**src/rtl/vga_pkg.sv**
```systemverilog
`default_nettype none

package vga_pkg;

    // 640x480 at 60 Hz horizontal timing in pixels
    localparam logic [9:0] h_active = 10'd640;
    localparam logic [9:0] h_fp     = 10'd16;
    localparam logic [9:0] h_sync   = 10'd96;
    localparam logic [9:0] h_bp     = 10'd48;

    // Vertical timing in lines
    localparam logic [9:0] v_active = 10'd480;
    localparam logic [9:0] v_fp     = 10'd11;
    localparam logic [9:0] v_sync   = 10'd2;
    localparam logic [9:0] v_bp     = 10'd32;

    localparam int text_cols   = 80;   // Cells across
    localparam int text_rows   = 30;   // Cells down, 8 lines each
    localparam int cell_addr_w = 12;
    localparam int cell_w      = 11;   // {r, g, b, code[7:0]}
    localparam int glyph_count = 12;
    localparam int pix_pipe    = 2;    // Counter position to RGB, in cycles

endpackage

`default_nettype wire

```
**src/rtl/raster_timing.sv**
```systemverilog
`timescale 1ns/1ns
`default_nettype none

module raster_timing #(
    parameter logic [9:0] h_active = vga_pkg::h_active,
    parameter logic [9:0] h_fp     = vga_pkg::h_fp,
    parameter logic [9:0] h_sync   = vga_pkg::h_sync,
    parameter logic [9:0] h_bp     = vga_pkg::h_bp,
    parameter logic [9:0] v_active = vga_pkg::v_active,
    parameter logic [9:0] v_fp     = vga_pkg::v_fp,
    parameter logic [9:0] v_sync   = vga_pkg::v_sync,
    parameter logic [9:0] v_bp     = vga_pkg::v_bp
) (
    input  logic       vgaclk,
    input  logic       rst,
    output logic [9:0] x,
    output logic [9:0] y,
    output logic       active,   // Undelayed, same cycle as x and y
    output logic       hsync,
    output logic       vsync,
    output logic       sync_b,
    output logic       blank_b
);
    import vga_pkg::*;

    localparam logic [9:0] h_total    = h_active + h_fp + h_sync + h_bp;   // 800
    localparam logic [9:0] v_total    = v_active + v_fp + v_sync + v_bp;   // 525
    localparam logic [9:0] h_sync_beg = h_active + h_fp;
    localparam logic [9:0] h_sync_end = h_sync_beg + h_sync;
    localparam logic [9:0] v_sync_beg = v_active + v_fp;
    localparam logic [9:0] v_sync_end = v_sync_beg + v_sync;

    logic [9:0] hcnt;
    logic [9:0] vcnt;
    logic       h_vis, v_vis;
    logic       hs_raw, vs_raw;

    // Shift registers, bit 0 is the newest stage
    logic [pix_pipe-1:0] hs_d, vs_d, sb_d, bl_d;

    always_ff @(posedge vgaclk) begin
        if (rst) begin
            hcnt <= '0;
            vcnt <= '0;
        end else if (hcnt == h_total - 10'd1) begin
            hcnt <= '0;   // End of line
            vcnt <= (vcnt == v_total - 10'd1) ? 10'd0 : vcnt + 10'd1;
        end else begin
            hcnt <= hcnt + 10'd1;
        end
    end

    assign h_vis  = (hcnt < h_active);
    assign v_vis  = (vcnt < v_active);
    assign active = h_vis & v_vis;

    // Positions read as 0 outside the visible span of each axis
    assign x = h_vis ? hcnt : 10'd0;
    assign y = v_vis ? vcnt : 10'd0;

    assign hs_raw = ~((hcnt >= h_sync_beg) && (hcnt < h_sync_end));   // Active low
    assign vs_raw = ~((vcnt >= v_sync_beg) && (vcnt < v_sync_end));

    // Align sync and blank with the pixel pipeline
    always_ff @(posedge vgaclk) begin
        if (rst) begin
            hs_d <= '1;
            vs_d <= '1;
            sb_d <= '1;
            bl_d <= '0;   // Blanked out of reset
        end else begin
            hs_d <= {hs_d[pix_pipe-2:0], hs_raw};
            vs_d <= {vs_d[pix_pipe-2:0], vs_raw};
            sb_d <= {sb_d[pix_pipe-2:0], hs_raw & vs_raw};
            bl_d <= {bl_d[pix_pipe-2:0], active};
        end
    end

    assign hsync   = hs_d[pix_pipe-1];
    assign vsync   = vs_d[pix_pipe-1];
    assign sync_b  = sb_d[pix_pipe-1];
    assign blank_b = bl_d[pix_pipe-1];

endmodule

`default_nettype wire

```
**config.mk**
```make
export PLATFORM = sky130hd
export DESIGN_NAME = raster_timing
export DESIGN_NICKNAME = d
export VERILOG_FILES = /design/src/rtl/vga_pkg.sv /design/src/rtl/raster_timing.sv
export SDC_FILE = /design/constraint.sdc
export NUM_CORES = 1
export LEC_CHECK = 0
export BUFFER_PORTS_ARGS = -buffer_cell sky130_fd_sc_hd__buf_2
export CORE_UTILIZATION = 49
export CTS_BUF_LIST = sky130_fd_sc_hd__clkbuf_4 sky130_fd_sc_hd__clkbuf_8 sky130_fd_sc_hd__clkbuf_16
export DETAILED_ROUTE_END_ITERATION = 10
export PLACE_DENSITY = 0.75
export SLEW_MARGIN = 20
export SYNTH_ARGS = -nofsm -noshare
export SYNTH_HDL_FRONTEND = slang
export SYNTH_SLANG_ARGS = --single-unit
```
**constraint.sdc**
```tcl
create_clock -name vgaclk -period 1.7 [get_ports vgaclk]
set_input_delay 0.34 -clock vgaclk [delete_from_list [all_inputs] [get_ports vgaclk]]
set_output_delay 0.34 -clock vgaclk [all_outputs]
set_load 0.05 [all_outputs]
```
==> out/metrics.cfg <==
[run_status]
status = complete, but fails checks
violations = design-rule violations, negative setup slack

[timing]
max_freq_mhz = 561
setup_viol = 10
fin_crit_sh = 1.05
rsz0062_at_grt = yes
hold_violations = 0
finClkSkew_ns = 0.00955
worst_slack_ns = -0.0810
whs_ns = 0.321
maxSlewViolCount = 0
post-route-min-period_ns = 1.78

[critical_path]
start_kind = register
end_kind = primary output
reg2reg_slack_ns = -0.01
cp_max_fo = 7
reg2reg_from = hcnt[1]
worstReg2RegEnd = vcnt[9]
critPathKind = reg2out
rr_worst_depth = 5
arrival_ns = 1.44
critical_path_required_ns = 1.36

[synth]
ys_async_sr_fraction = 0
ys_ff_latch = 28
syn_avg_cell_area_sq_um = 9.08
yosysWarnings = 0
synth_cells = 164
synth.distinct_cells = 37
syn_nets = 171
ys_seq_area_frac = 0.376
synth-edff-count = 0
synth_top_area_frac = 0.376
netlist_area_sq_um = 1490
yosys_most_used_dff = dfxtp_1
yosys-top-cells-area = dfxtp_1, and2_1, xnor2_1
synth.largest_area_cell = dfxtp_1

[global_route]
grt_pass1_vias = 1332
antenna_found_initial = 0
grt_use_total = 0.243
grt_max_degree = 17
overflow = 0
grt_pass1_wl_mm = 6.07

[die]
die_y_um = 57.1
core_region_area_sq_um = 2830
initial_core_util = 0.526
dieArea_sq_um = 3260
die_w_um = 57.1
rows = 19
ios = 27

[cts]
clockRootBuffer = clkbuf_4
clkTransAtPathRegs_ns = 0.16
ctsHoldBuffers = 0
cts_buffers = 3
clk_latency_ns = 0.35
htreeDepth = 1
cts_tree = done
cts_max_path_buffers = 2
clock-sinks = 28

[min_path]
min-delay-start = rst
whs_endpoint = vs_d[0]
hold_path_class = in2reg
min_path_cells = 3

[placed_design]
dp_cells = 232
place_area_sq_um = 1740
place_ws_ns = 0.0269
port_buffers = 25
hpwl_mm = 2.47
finalWeightedCongestion = 0.874

[detailed_routing]
drt_first_pass_iters = 7
wirelength_met1_mm = 1.66
wl_mm = 3.93
drc_errors = 5
routed-wl-met2_mm = 2.03
highest_layer = met4
wl_met3_um = 125
ant_nets = 0
drt_iter0_drc = 38
vias = 1378
vias_per_cell = 5.56
wl_per_cell_um = 15.9

[power]
p_clk_frac = 0.366
power_density_nw_per_um2 = 573
sw_frac_of_total = 0.233
vdd_drop_max_v = 0.000343
power.leakage_nw = 0.908
p_sw_uw = 288
p_int_uw = 949
comb_power_share = 0.091
pwr-share-seq = 0.543

[finish]
layout.nets = 225
layout_common_cells = buf_4, dfxtp_1, nor2_1
design_area_sq_um = 2160
final_common_cell = buf_4
diodes = 0
final_cells = 248
drive_gt1_frac = 0.484
fin_util = 0.763
synthToLayoutAreaGrowth_pct = 45.0

[flow_run]
maxCapViolCount = 0

cell type report:
| class | count | area (sq um) |
|---|---|---|
| flip-flops and latches | 28 | 574 |
| well taps | 31 | 38.8 |
| clock buffers | 3 | 22.5 |
| clock inverters | 1 | 30.0 |
| inverters | 6 | 22.5 |
| multi-input cells | 121 | 915 |
| fillers | 175 | 671 |
| repair buffers | 58 | 556 |
sequential cells by signal, indices dropped and copies added, names as in the netlist:
signal and count:
hs_d 2, bl_d 2, vs_d 2, sb_d 2, hcnt 10, vcnt 10
worst max-delay path by stage:
stage / start / end / slack, ns / cells after the start
2_1_floorplan: hcnt[7] / hcnt[3] / 0.009 / 6
3_3_place_gp: hcnt[1] / vcnt[7] / 0.08 / 5
3_5_place_dp: hcnt[1] / vcnt[7] / 0.03 / 5
4_1_cts: vcnt[7] / y[2] / -0.05 / 5
5_1_grt: vcnt[8] / y[5] / -0.14 / 5
6_report: vcnt[8] / y[4] / -0.08 / 5
power by group through the flow:
stage | Combinational [mW] | Sequential, mW | Clock, mW
floorplan | 0.0560 | 0.694 | 0
global placement | 0.0871 | 0.686 | 0
detailed placement | 0.0915 | 0.687 | 0
CTS | 0.108 | 0.671 | 0.454
global route | 0.118 | 0.672 | 0.475
finish | 0.113 | 0.671 | 0.453
routing by layer:
layer,GRT usage,up-vias
li1,-,663
met1,0.288,656
met2,0.432,45
met3,0.0408,14
met4,0.101,0
met5,0,-
cells in the mapped netlist, drive strengths merged, types with 3 or more instances:
cell / n
or3: 4
nand3: 10
inv: 6
clkbuf: 7
nand2: 7
nand4: 6
xnor2: 8
dfxtp: 28
ha: 5
o21ai: 3
nor4: 5
and2: 18
nor2: 16
xor2: 5
nor3: 5
or2: 4
a21oi: 4
nor2b: 5
metrics by stage:
stage | power, mW | setup TNS [ns]
global route | 1.27 | -2.16
detailed placement | 0.779 | 0
floorplan | 0.750 | 0
global placement | 0.773 | 0
CTS | 1.23 | -0.403
finish | 1.24 | -0.603
cell families after synthesis:
kind of cell | Yosys count | synth area share
other cells | 1 | 0.00252
fa+ha+maj | 5 | 0.0420
buf+inv | 15 | 0.0765
simple gates | 90 | 0.369
compound gates | 11 | 0.0504
flops | 28 | 0.376
mux | 1 | 0.00672
xor+xnor | 13 | 0.0765
worst max-delay path, stage by stage, from the launching register on:
cell,delay (ns)
dfxtp_2,0.36
nand4_1,0.12
nor2b_4,0.20
buf_6,0.14
and2_4,0.14
buf_8,0.14
what timing repair did:
item / CTS / global route
resized for setup: 76 / 15
pin swaps: 10 / 12
setup buffers: 10 / 3
hold endpoints to repair: 0 / 0
setup endpoints to repair: 19 / 27
Power figures use the tool's default switching activity.
