[config.mk]
export PLATFORM = sky130hd
export DESIGN_NAME = text_pixel_gen
export DESIGN_NICKNAME = d
export VERILOG_FILES = /design/src/rtl/vga_pkg.sv /design/src/rtl/glyph_rom.sv /design/src/rtl/text_pixel_gen.sv
export SDC_FILE = /design/constraint.sdc
export NUM_CORES = 1
export LEC_CHECK = 0
export BUFFER_PORTS_ARGS = -buffer_cell sky130_fd_sc_hd__buf_2
export CAP_MARGIN = 20
export CORE_MARGIN = 1
export CORE_UTILIZATION = 40
export DETAILED_ROUTE_END_ITERATION = 10
export MAX_ROUTING_LAYER = met4
export PLACE_DENSITY = 0.93
export SETUP_SLACK_MARGIN = 0.05
export SLEW_MARGIN = 5
export SYNTH_ARGS = -nofsm -noshare
export SYNTH_HDL_FRONTEND = slang
export SYNTH_SLANG_ARGS = --single-unit
[constraint.sdc]
create_clock -name vgaclk -period 3.4 [get_ports vgaclk]
set_input_delay 0.17 -clock vgaclk [delete_from_list [all_inputs] [get_ports vgaclk]]
set_output_delay 0.17 -clock vgaclk [all_outputs]
set_load 0.02 [all_outputs]
[src/rtl/glyph_rom.mem]
00111100
01000010
01000110
01011010
01100010
01000010
00111100
00000000
00011000
00111000
00011000
00011000
00011000
00011000
01111110
00000000
00111100
01000010
00000010
00001100
00110000
01000000
01111110
00000000
00111100
01000010
00000010
00011100
00000010
01000010
00111100
00000000
00000100
00001100
00010100
00100100
01111110
00000100
00000100
00000000
01111110
01000000
01111100
00000010
00000010
01000010
00111100
00000000
00111100
01000000
01111100
01000010
01000010
01000010
00111100
00000000
01111110
00000010
00000100
00001000
00010000
00010000
00010000
00000000
00111100
01000010
01000010
00111100
01000010
01000010
00111100
00000000
00111100
01000010
01000010
00111110
00000010
00000100
00111000
00000000
11111111
11111111
11111111
11111111
11111111
11111111
11111111
11111111
10101010
01010101
10101010
01010101
10101010
01010101
10101010
01010101

[src/rtl/vga_pkg.sv]
`default_nettype none

package vga_pkg;

    // 640x480 at 60 Hz horizontal timing in pixels
    localparam logic [9:0] h_active = 10'd640;
    localparam logic [9:0] h_fp     = 10'd16;
    localparam logic [9:0] h_sync   = 10'd96;
    localparam logic [9:0] h_bp     = 10'd48;

    // Vertical timing in lines
    localparam logic [9:0] v_active = 10'd480;
    localparam logic [9:0] v_fp     = 10'd11;
    localparam logic [9:0] v_sync   = 10'd2;
    localparam logic [9:0] v_bp     = 10'd32;

    localparam int text_cols   = 80;   // Cells across
    localparam int text_rows   = 30;   // Cells down, 8 lines each
    localparam int cell_addr_w = 12;
    localparam int cell_w      = 11;   // {r, g, b, code[7:0]}
    localparam int glyph_count = 12;
    localparam int pix_pipe    = 2;    // Counter position to RGB, in cycles

endpackage

`default_nettype wire

[src/rtl/glyph_rom.sv]
`timescale 1ns/1ns
`default_nettype none

module glyph_rom (
    input  logic [7:0] code,
    input  logic [2:0] row,
    output logic [7:0] bits
);
    import vga_pkg::*;

    localparam int rom_rows = glyph_count * 8;

    logic [7:0] rom [rom_rows];   // Bit 7 is the leftmost pixel
    logic [6:0] idx;              // code*8 + row
    logic       known;

    initial begin
        $readmemb("/design/src/rtl/glyph_rom.mem", rom);
    end

    assign known = (code < 8'(glyph_count));
    assign idx   = {code[3:0], row};

    // Codes past the stored set come out blank
    assign bits = known ? rom[idx] : 8'h00;

endmodule

`default_nettype wire

[src/rtl/text_pixel_gen.sv]
`timescale 1ns/1ns
`default_nettype none

module text_pixel_gen (
    input  logic                            vgaclk,
    input  logic                            rst,
    input  logic [9:0]                      x,
    input  logic [9:0]                      y,
    input  logic                            active,
    output logic [vga_pkg::cell_addr_w-1:0] rd_addr,
    input  logic [vga_pkg::cell_w-1:0]      rd_data,
    output logic [7:0]                      r,
    output logic [7:0]                      g,
    output logic [7:0]                      b
);
    import vga_pkg::*;

    localparam int side_n = pix_pipe - 1;   // Matches buffer read latency

    logic [6:0]              col, row;
    logic [cell_addr_w-1:0]  cell_addr;
    logic                    in_text;
    logic [2:0]              xoff_q [side_n];
    logic [2:0]              yoff_q [side_n];
    logic [side_n-1:0]       act_q;
    logic [7:0]              glyph_bits;
    logic                    pix;

    assign col = x[9:3];
    assign row = y[9:3];

    // Text region covers the top 240 lines only
    assign in_text = active && (col < 7'(text_cols)) && (row < 7'(text_rows));

    assign cell_addr = cell_addr_w'(row) * cell_addr_w'(text_cols) + cell_addr_w'(col);
    assign rd_addr   = in_text ? cell_addr : '0;

    // Offsets ride alongside the buffer read
    always_ff @(posedge vgaclk) begin
        xoff_q[0] <= x[2:0];
        yoff_q[0] <= y[2:0];
        for (int i = 1; i < side_n; i++) begin
            xoff_q[i] <= xoff_q[i-1];
            yoff_q[i] <= yoff_q[i-1];
        end
    end

    always_ff @(posedge vgaclk) begin
        if (rst) act_q <= '0;
        else     act_q <= side_n'({act_q, in_text});
    end

    glyph_rom u_glyph_rom (
        .code (rd_data[7:0]),
        .row  (yoff_q[side_n-1]),
        .bits (glyph_bits)
    );

    assign pix = act_q[side_n-1] & glyph_bits[3'd7 - xoff_q[side_n-1]];

    // Colour bits 10..8 enable r, g, b
    always_ff @(posedge vgaclk) begin
        if (rst) begin
            r <= 8'h00;
            g <= 8'h00;
            b <= 8'h00;
        end else begin
            r <= {8{pix & rd_data[10]}};
            g <= {8{pix & rd_data[9]}};
            b <= {8{pix & rd_data[8]}};
        end
    end

endmodule

`default_nettype wire

==> metrics.md, run 1 <==
| Metric | Value |
|---|---|
| First-pass GRT wire length | 1.828 mm |
| # rows | 14 |
| Switching power of the nets | slightly above 0.00008 W |
| Share of cells above drive strength 1 | 25.86% |
| RSZ-0062 raised after global routing | no |
| Average size of a mapped cell | approximately 7.6 µm² |
| CP Capture Type | primary output |
| GPL Wtd Cong | ~0.77 |
| Peak Freq | about 420 MHz |
| Total GRT Usage | 12.87% |
| Via count | 572 |
| Gate power share | 100.0% |
| Final Cell Area | 744.5 µm² |
| Status | finished, violations left |
| Initial antenna violation count | 0 |
| Synthesized netlist cell count | 90 |
| Synth warn | 0 |
| FF+latch area | 0 µm² |
| IO Pins | 70 |
| Period minus WS final | 2.368 ns |
| Wire per inst | ~9.6 µm |
| Pin count of the biggest net entering global routing | 8 |
| Commonest non-fill, non-tap cell in the layout | buf_2 |
| Fin. Hold Viols | 0 |
| Largest fanout on the critical path | 4 |
| Fin nets | 166 |
| Tcrit/Tclk final | 69.65% |
| Vias in the first global route | roughly 450 |
| PortBufs | 27 |
| Antenna fix cells | 0 |
| Worst Hold Class | in -> out |
| Violated checks | DRC |
| Leak pwr | about 0.43 nW |
| Placed Instances | 132 |
| Hold path depth | 3 |
| Die Ht | 43.33 µm |
| Seq Cell Count | 0 |
| Yosys cell types | 22 |
| Crit path DAT | 2.20 ns |
| Syn-to-layout area delta | 8.974% |
| WL final | around 1.3 mm |
| DRC Markers | 6 |
| HPWL after detailed placement | 1.163 mm |
| Int Power | roughly 0.000052 W |
| Initial detailed-routing violation count | 11 |
| Final Non-Filler Cells | 132 |
| CP Data Required Time | 3.23 ns |
| Crit path launch type | input port |
| Slew Viols, Final | 0 |
| Die Width | roughly 43 µm |
| Gr ovfl total | 0 |
| DR pass1 iterations | 7 |
| # setup viols final | 0 |
| Resize count post-CTS | 0 |
| Max VDD drop | 0.00005684 V |
| Flop pwr share | 0% |
| Placed cell area | 744.5 µm² |
| Vias per cell | ~4.3 |
| Netlist Area Pre-Place | roughly 680 µm² |
| DRT antenna net count | 0 |
| Crit path kind | in -> out |
| Most frequent cells in the layout | buf_2, conb_1, ha_1 |
| Clock Buffer Count | 0 |
| Core area | about 1600 µm² |
| Fin Setup TNS | 0 ns |
| Post CTS Setup Buffer Count | 0 |
| PD cells | 180.7 nW/µm² |
| Register area share after synthesis | 0% |
| Switch share | 61.14% |
| Total die area | between 1500 and 2000 µm² |
| Max-cap violations | 0 |
| Starting Density | 43.82% |
| Clock Power Share | 0% |
| Fin util | a little under half |
| Hold Buf Count CTS | 0 |
synth_stat cells, types with 2 or more instances:
library cell / n / share of area, %
inv_1: 7 / 3.8
nor2b_1: 2 / 1.8
and2_1: 5 / 4.6
xnor2_1: 7 / 9.0
o21ai_0: 2 / 1.5
nor2_1: 11 / 6.0
ha_1: 12 / 22
a21oi_1: 4 / 2.9
fa_1: 2 / 5.9
nand3_1: 2 / 1.5
buf_4: 24 / 26
nor3b_1: 2 / 2.2
final cells by class:
type	instances	area (µm²)
inverter	7	26.28
timing repair buffer	27	135.1
multi-input combinational	82	563.0
fill	157	814.5
tap	16	20.02
layer usage:
layer / track usage (%) / part of all wire [%]
met2: 26.36 / 59
met4: 0 / 0
met5: - / 0
met1: 14.21 / 36
met3: 0.4255 / 4.1
kinds of logic (layout without fill, tap and decap cells):
group | after synthesis | in the layout | share of synthesized area (%)
compound gates | 7 | 7 | 5.495
simple gates | 29 | 29 | 25.64
xor+xnor | 8 | 8 | 10.26
buf+inv | 31 | 34 | 30.22
fa+ha+maj | 14 | 14 | 27.84
other cells | 1 | 24 | 0.5489
metrics by stage:
| stage | total power, W | setup WS [ns] | hold WS (ns) |
|---|---|---|---|
| finish | 0.0001345 | 1.032 | 0.6553 |
| global route | 0.0001499 | 0.9053 | 0.6695 |
| CTS | 0.0001349 | 1.005 | 0.6575 |
| detailed placement | 0.0001342 | 1.014 | 0.6575 |
| global placement | 0.0001295 | 1.034 | 0.6571 |
| floorplan | 0.0001273 | 1.230 | 0.5227 |
path summary, 6_finish.rpt:
| path | start | to | slack, ns |
|---|---|---|---|
| max | y[4] | rd_addr[11] | 1.03 |
| min | x[5] | rd_addr[2] | 0.66 |
worst max-delay path: stages:
cell	delay [ns]
buf_2	0.13
ha_1	0.28
ha_1	0.17
inv_1	0.06
fa_1	0.40
xnor2_1	0.26
nand3b_2	0.14
nor4_4	0.23
xnor2_1	0.14
nor2_1	0.05
buf_2	0.16
power by group through the flow:
stage / registers (W) / logic (W) / clock network [W]
floorplan: 0 / 0.000127 / 0
CTS: 0 / 0.000135 / 0
detailed placement: 0 / 0.000134 / 0
global placement: 0 / 0.000130 / 0
finish: 0 / 0.000135 / 0
global route: 0 / 0.000150 / 0
Power figures use the tool's default switching activity.
==> inputs of run 2 (changes only) <==
--- a/config.mk
+++ b/config.mk
@@ -5,13 +5,14 @@
 export SDC_FILE = /design/constraint.sdc
 export NUM_CORES = 1
 export LEC_CHECK = 0
+export ABC_AREA = 1
 export BUFFER_PORTS_ARGS = -buffer_cell sky130_fd_sc_hd__buf_2
 export CAP_MARGIN = 20
 export CORE_MARGIN = 1
-export CORE_UTILIZATION = 40
+export CORE_UTILIZATION = 35
 export DETAILED_ROUTE_END_ITERATION = 10
 export MAX_ROUTING_LAYER = met4
-export PLACE_DENSITY = 0.93
+export PLACE_DENSITY = 0.84
 export SETUP_SLACK_MARGIN = 0.05
 export SLEW_MARGIN = 5
 export SYNTH_ARGS = -nofsm -noshare
==> constraint.sdc (replaced) <==
create_clock -name vgaclk -period 2.1 [get_ports vgaclk]
set_input_delay 0.105 -clock vgaclk [delete_from_list [all_inputs] [get_ports vgaclk]]
set_output_delay 0.105 -clock vgaclk [all_outputs]
set_load 0.02 [all_outputs]
==> metrics.md, run 2 <==
| Metric | Value |
|---|---|
| Int Power | 0.00008857 W (+69%) |
| Netlist Area Pre-Place | 744.5 µm² (+9.0%) |
| Status | complete, no violations |
| Leak pwr | 0.5611 nW (+29%) |
| Hold Buf Count CTS | 0 (unchanged) |
| Antenna fix cells | 0 (unchanged) |
| Critical-path cell list | buf_2 -> ha_4 -> ha_4 -> inv_2 -> fa_2 -> nor2_4 -> nand2_2 -> nor2_2 -> nand3_2 -> a21oi_2 -> buf_4 |
| Via count | 707 (+24%) |
| Pin count of the biggest net entering global routing | 11 (+3) |
| Fin Setup TNS | 0 ns (unchanged) |
| Die Ht | 48.12 µm (+11%) |
| Yosys top cell by area | buf_4 |
| Share of cells above drive strength 1 | 33.11% (+7.2 points) |
| Core area | 1982 µm² (+27%) |
| Fin nets | 198 (+19%) |
| Crit path kind | in -> out |
| Total power draw | 0.0002529 W (+88%) |
| Synthesized netlist cell count | 119 (+32%) |
| Largest fanout on the critical path | 3 (-1) |
| IO Pins | 70 (unchanged) |
| Clock Power Share | 0% (unchanged) |
| Register area share after synthesis | 0% (unchanged) |
| PD cells | 276.9 nW/µm² (+53%) |
| Switch share | 64.98% (+3.8 points) |
| Crit path launch type | input port |
| # rows | 16 (+2) |
| Placed cell area | 834.6 µm² (+12%) |
| Hold path depth | 4 (+1) |
| Vias per cell | 4.040 (-6.8%) |
| GPL Wtd Cong | 0.7531 (-2.5%) |
| WL final | 1.398 mm (+11%) |
| Yosys cell types | 20 (-9.1%) |
| Period minus WS final | between 1.5 and 2 ns |
| Fin. Hold Viols | 0 (unchanged) |
| Initial antenna violation count | 0 (unchanged) |
| Worst path slowest cell | fa_2 |
| Switching power of the nets | 0.0001644 W (+100%) |
| Placed Instances | 174 (+32%) |
| Worst path most repeated cell | ha_4 |
| Peak Freq | 506.0 MHz |
| Seq Cell Count | 0 (unchanged) |
| Final Cell Area | 913.4 µm² (+23%) |
| PortBufs | 27 (unchanged) |
| Hold_sp | x[5] |
| Flop pwr share | 0% (unchanged) |
| Post-synth top area share | 24.20% (-2.2 points) |
| Top cells by area, synth | buf_4, ha_1, nand2_1 |
| Gr ovfl total | 0 (unchanged) |
| Slew Viols, Final | 0 (unchanged) |
| Worst Hold Class | in -> out |
| Top cell types by occurrence after synthesis | buf_4, nand2_1, inv_1 |
| Synth warn | 0 (unchanged) |
| Average size of a mapped cell | 6.256 µm² (-18%) |
| Final Non-Filler Cells | 175 (+33%) |
| Wire per inst | 7.989 µm (-16%) |
| Crit path largest cell delay | 0.46 ns (+0.06 ns) |
| Total die area | 2316 µm² (+23%) |
| DR pass1 iterations | 4 (-3) |
| Crit path buf inv count | 3 (unchanged) |
| Tcrit/Tclk final | 94.11% |
| FF+latch area | 0 µm² (unchanged) |
| Multi-input logic area | 628.1 µm² (+12%) |
| First-pass GRT wire length | 1.987 mm (+8.7%) |
| Top Family by Delay on Critical Path | adder cells |
| RSZ-0062 raised after global routing | no |
| Die Width | 48.12 µm (+11%) |
| Total GRT Usage | 11.98% (-0.89 points) |
| DRC Markers | 0 (-6) |
| Vias in the first global route | 521 (+17%) |
| Starting Density | 37.56% (-6.3 points) |
| Syn-to-layout area delta | 22.69% |
| Hold Path Sink | rd_addr[2] |
| Dominant cell by count in the synthesized netlist | buf_4 |
| Crit path DAT | 1.87 ns (-0.33 ns) |
| Fin util | 46.09% (-1.7 points) |
| CP Data Required Time | 2.00 ns (-1.23 ns) |
| Max-cap violations | 0 (unchanged) |
| Most frequent cells in the layout | conb_1, buf_2, nand2_1 |
| Gate power share | 100.0% (about the same) |
| Initial detailed-routing violation count | 6 (-5) |
| Max VDD drop | 0.0001146 V (+100%) |
| Clock Buffer Count | 0 (unchanged) |
| HPWL after detailed placement | 1.193 mm (+2.6%) |
| # setup viols final | 0 (unchanged) |
| CP Capture Type | primary output |
| Filler instances | 221 (+41%) |
| DRT antenna net count | 0 (unchanged) |
-- run 2: changes by cell type in the layout (fill, tap and decap cells not counted), sizes merged, moves of 2 or more --
cell	change
nand2	+24
and2	-5
buf	+3
nor2b	-2
nor2	+3
xnor2	-7
nor3b	-2
nand3	+4
inv	+16
and3	-2
-- run 2: worst max-delay path by stage --
stage | from | slack [ns] | cells after the start | to
after CTS | y[6] | 0.06 | 11 | rd_addr[10]
after global routing | y[4] | 0.06 | 12 | rd_addr[11]
after floorplan | y[4] | 0.16 | 9 | rd_addr[11]
after global placement | y[4] | 0.03 | 11 | rd_addr[11]
final | y[4] | 0.12 | 11 | rd_addr[10]
after detailed placement | y[6] | -0.03 | 11 | rd_addr[11]
-- run 2: cell type report --
class,count,area share (%)
Multi-Input combinational cell,95,68.77
Timing Repair Buffer,30,18.08
Inverter,23,9.452
Tap cell,27,3.699
-- run 2: per-layer routing --
layer  vias to the layer above  wire length [µm]  track usage [%]  part of all wire, %
li1                        375                 -                -                    -
met1                       302               598            15.14                   43
met2                        30               726            22.70                   52
met3                         0                73                0                  5.2
met4                         0                 0                0                    0
met5                         -                 0                -                    0
-- run 2: cells by family (layout without fill, tap and decap cells) --
logic type	after synthesis	after routing	share of synthesized area, %
AOI/OAI and AO/OA	7	7	5.043
xor gates and xnor gates	2	2	3.362
adders and majority gates	14	14	25.55
buffers and inverters	47	53	35.80
other	1	24	0.5037
and+or+nand+nor	48	48	29.75
-- run 2: power groups by stage --
stage	clock (W)	sequential (W)	combinational (W)
final	0	0	0.000253
after global routing	0	0	0.000284
after CTS	0	0	0.000230
after detailed placement	0	0	0.000219
after global placement	0	0	0.000213
after floorplan	0	0	0.000203
-- run 2: stage by stage --
stage | hold slack [ns] | worst slack, ns
2_1_floorplan | 0.3294 | 0.1562
3_3_place_gp | 0.5173 | 0.02665
3_5_place_dp | 0.5192 | -0.02709
4_1_cts | 0.5213 | 0.05654
5_1_grt | 0.5586 | 0.06214
6_report | 0.5198 | 0.1237
-- run 2: repair_timing --
| action | in CTS | in global routing |
|---|---|---|
| endpoints found under the setup margin | 3 | 3 |
| cloned | 0 | 0 |
| setup buffers | 0 | 1 |
| pin swaps | 9 | 8 |
| resized for setup | 9 | 7 |
-- run 2: tightest hold or removal path: stages --
cell    delay, ns
buf_2        0.09
inv_1        0.04
nor2_1       0.03
buf_2        0.14
==> inputs of run 3 (changes only) <==
--- a/config.mk
+++ b/config.mk
@@ -5,16 +5,15 @@
 export SDC_FILE = /design/constraint.sdc
 export NUM_CORES = 1
 export LEC_CHECK = 0
-export ABC_AREA = 1
 export BUFFER_PORTS_ARGS = -buffer_cell sky130_fd_sc_hd__buf_2
 export CAP_MARGIN = 20
 export CORE_MARGIN = 1
-export CORE_UTILIZATION = 35
+export CORE_UTILIZATION = 34
 export DETAILED_ROUTE_END_ITERATION = 10
+export GPL_TIMING_DRIVEN = 0
 export MAX_ROUTING_LAYER = met4
-export PLACE_DENSITY = 0.84
+export PLACE_DENSITY = 0.85
 export SETUP_SLACK_MARGIN = 0.05
-export SLEW_MARGIN = 5
 export SYNTH_ARGS = -nofsm -noshare
 export SYNTH_HDL_FRONTEND = slang
 export SYNTH_SLANG_ARGS = --single-unit
==> metrics.md, run 3 (synthesis results as in run 1) <==
| Metric | Value |
|---|---|
| Status | complete, no violations |
| Largest fanout on the critical path | 2 (-1) |
| Critical path launch point | y[4] |
| Int Power | 0.0001447 W (+63%) |
| PortBufs | 27 (unchanged) |
| First-pass GRT wire length | 2.442 mm (+23%) |
| Post-place setup slack | -0.1668 ns (-0.1397 ns) |
| DR pass1 iterations | 4 (unchanged) |
| Starting Density | 37.92% (+0.35 points) |
| Core area | 1802 µm² (-9.1%) |
| Max VDD drop | 0.0001091 V (-4.8%) |
| Clock Power Share | 0% (unchanged) |
| Hold Buf Count CTS | 0 (unchanged) |
| Fin. Hold Viols | 0 (unchanged) |
| Via count | 694 (-1.8%) |
| Crit path kind | in -> out |
| # rows | 15 (-1) |
| FF+latch area | 0 µm² (unchanged) |
| Top Family by Delay on Critical Path | adder cells |
| GPL Wtd Cong | 0.7395 (-1.8%) |
| Flop pwr share | 0% (unchanged) |
| Crit path largest cell delay | 0.36 ns (-0.10 ns) |
| Initial detailed-routing violation count | 12 (+6) |
| Crit path DAT | 1.95 ns (+0.08 ns) |
| Gate power share | 100.0% (about the same) |
| Commonest non-fill, non-tap cell in the layout | buf_4 |
| Tcrit/Tclk final | 97.74% (+3.6 points) |
| Worst Setup Slack, final | 0.04755 ns (-0.07611 ns) |
| Share of cells above drive strength 1 | 45.45% (+12 points) |
| Max-cap violations | 0 (unchanged) |
| Crit path launch type | input port |
| Seq Cell Count | 0 (unchanged) |
| Total die area | 2193 µm² (-5.3%) |
| Worst path most repeated cell | ha_4 |
| WL final | 1.747 mm (+25%) |
| Hold_sp | x[6] |
| # setup viols final | 0 (unchanged) |
| Vias in the first global route | 608 (+17%) |
| Vias per cell | 4.131 (+2.3%) |
| Most frequent cells in the layout | buf_4, conb_1, buf_2 |
| CP Capture Type | primary output |
| Antenna fix cells | 0 (unchanged) |
| IO Pins | 70 (unchanged) |
| Switching power of the nets | 0.0001572 W (-4.4%) |
| Switch share | 52.06% (-13 points) |
| Slew Viols, Final | 0 (unchanged) |
| Wire per inst | 10.40 µm (+30%) |
| Worst path slowest cell | fa_2 |
| Critical-path cell list | buf_8 -> ha_4 -> ha_4 -> inv_2 -> fa_2 -> xnor2_2 -> nand3b_4 -> nor4_4 -> xnor2_1 -> nor2_1 -> buf_4 |
| Crit path buf inv count | 3 (unchanged) |
| HPWL after detailed placement | 1.410 mm (+18%) |
| CP Data Required Time | 2.00 ns (about the same) |
| Initial antenna violation count | 0 (unchanged) |
| DRC Markers | 0 (unchanged) |
| Syn-to-layout area delta | 52.75% |
| DRT antenna net count | 0 (unchanged) |
| Leak pwr | 0.6010 nW (+7.1%) |
| Clock Buffer Count | 0 (unchanged) |
| Die Ht | 46.83 µm (-2.7%) |
| Gr ovfl total | 0 (unchanged) |
| Period minus WS final | 2.052 ns (+0.07611 ns) |
| Pin count of the biggest net entering global routing | 8 (-3) |
| RSZ-0062 raised after global routing | yes |
| Fin nets | 193 (-2.5%) |
| Peak Freq | 487.2 MHz (-3.7%) |
| Die Width | 46.83 µm (-2.7%) |
| PD cells | 289.3 nW/µm² (+4.5%) |
| Worst Hold Class | in -> out |
| Fin Setup TNS | 0 ns (unchanged) |
| Total GRT Usage | 15.98% (+4.0 points) |
==> run 3: cell types whose count changed in the layout (fill, tap and decap cells not counted), moves of 3 or more <==
cell     delta
nand2_1    -21
xnor2_1     +6
nand2_2     -3
and2_1      +5
buf_4      +22
inv_1      -14
==> run 3: cell type report <==
type               instances  area (µm²)
plain buffers             24       180.2
fillers                  174       758.2
inverters                  7       26.28
multi-input cells         82       625.6
well taps                 25       31.28
repair buffers            30       180.2
==> run 3: layer usage <==
layer | up-vias | part of all wire, % | track usage, %
met2 | 30 | 64 | 35.83
met4 | 0 | 1.9 | 4.571
met1 | 306 | 28 | 12.79
li1 | 354 | - | -
met3 | 4 | 5.7 | 1.538
met5 | - | 0 | -
==> run 3: power groups by stage <==
stage	logic [W]	clock network [W]	registers, W
after floorplan	0.000206	0	0
after global routing	0.000331	0	0
after global placement	0.000244	0	0
after detailed placement	0.000254	0	0
final	0.000302	0	0
after CTS	0.000292	0	0
==> run 3: through the flow <==
step           area [µm²]  util [%]  total power, W  instances  hold WS (ns)
2_1_floorplan       769.5         -       0.0002062        113        0.3927
3_3_place_gp        935.9     51.94       0.0002442        165        0.5268
3_5_place_dp        935.9     51.94       0.0002538        165        0.5262
4_1_cts              1037     57.57       0.0002917        168        0.5262
5_1_grt              1044     57.92       0.0003307        168        0.5492
6_report             1044     57.92       0.0003019        168        0.5248
==> run 3: path summary, 6_finish.rpt <==
check | depth (start not counted) | endpoint
max | 11 | rd_addr[11]
min | 3 | rd_addr[3]
==> run 3: timing repair <==
action	in CTS	in global routing
setup endpoints to repair	2	2
setup buffers	3	0
pin swaps	8	5
resized for setup	15	2
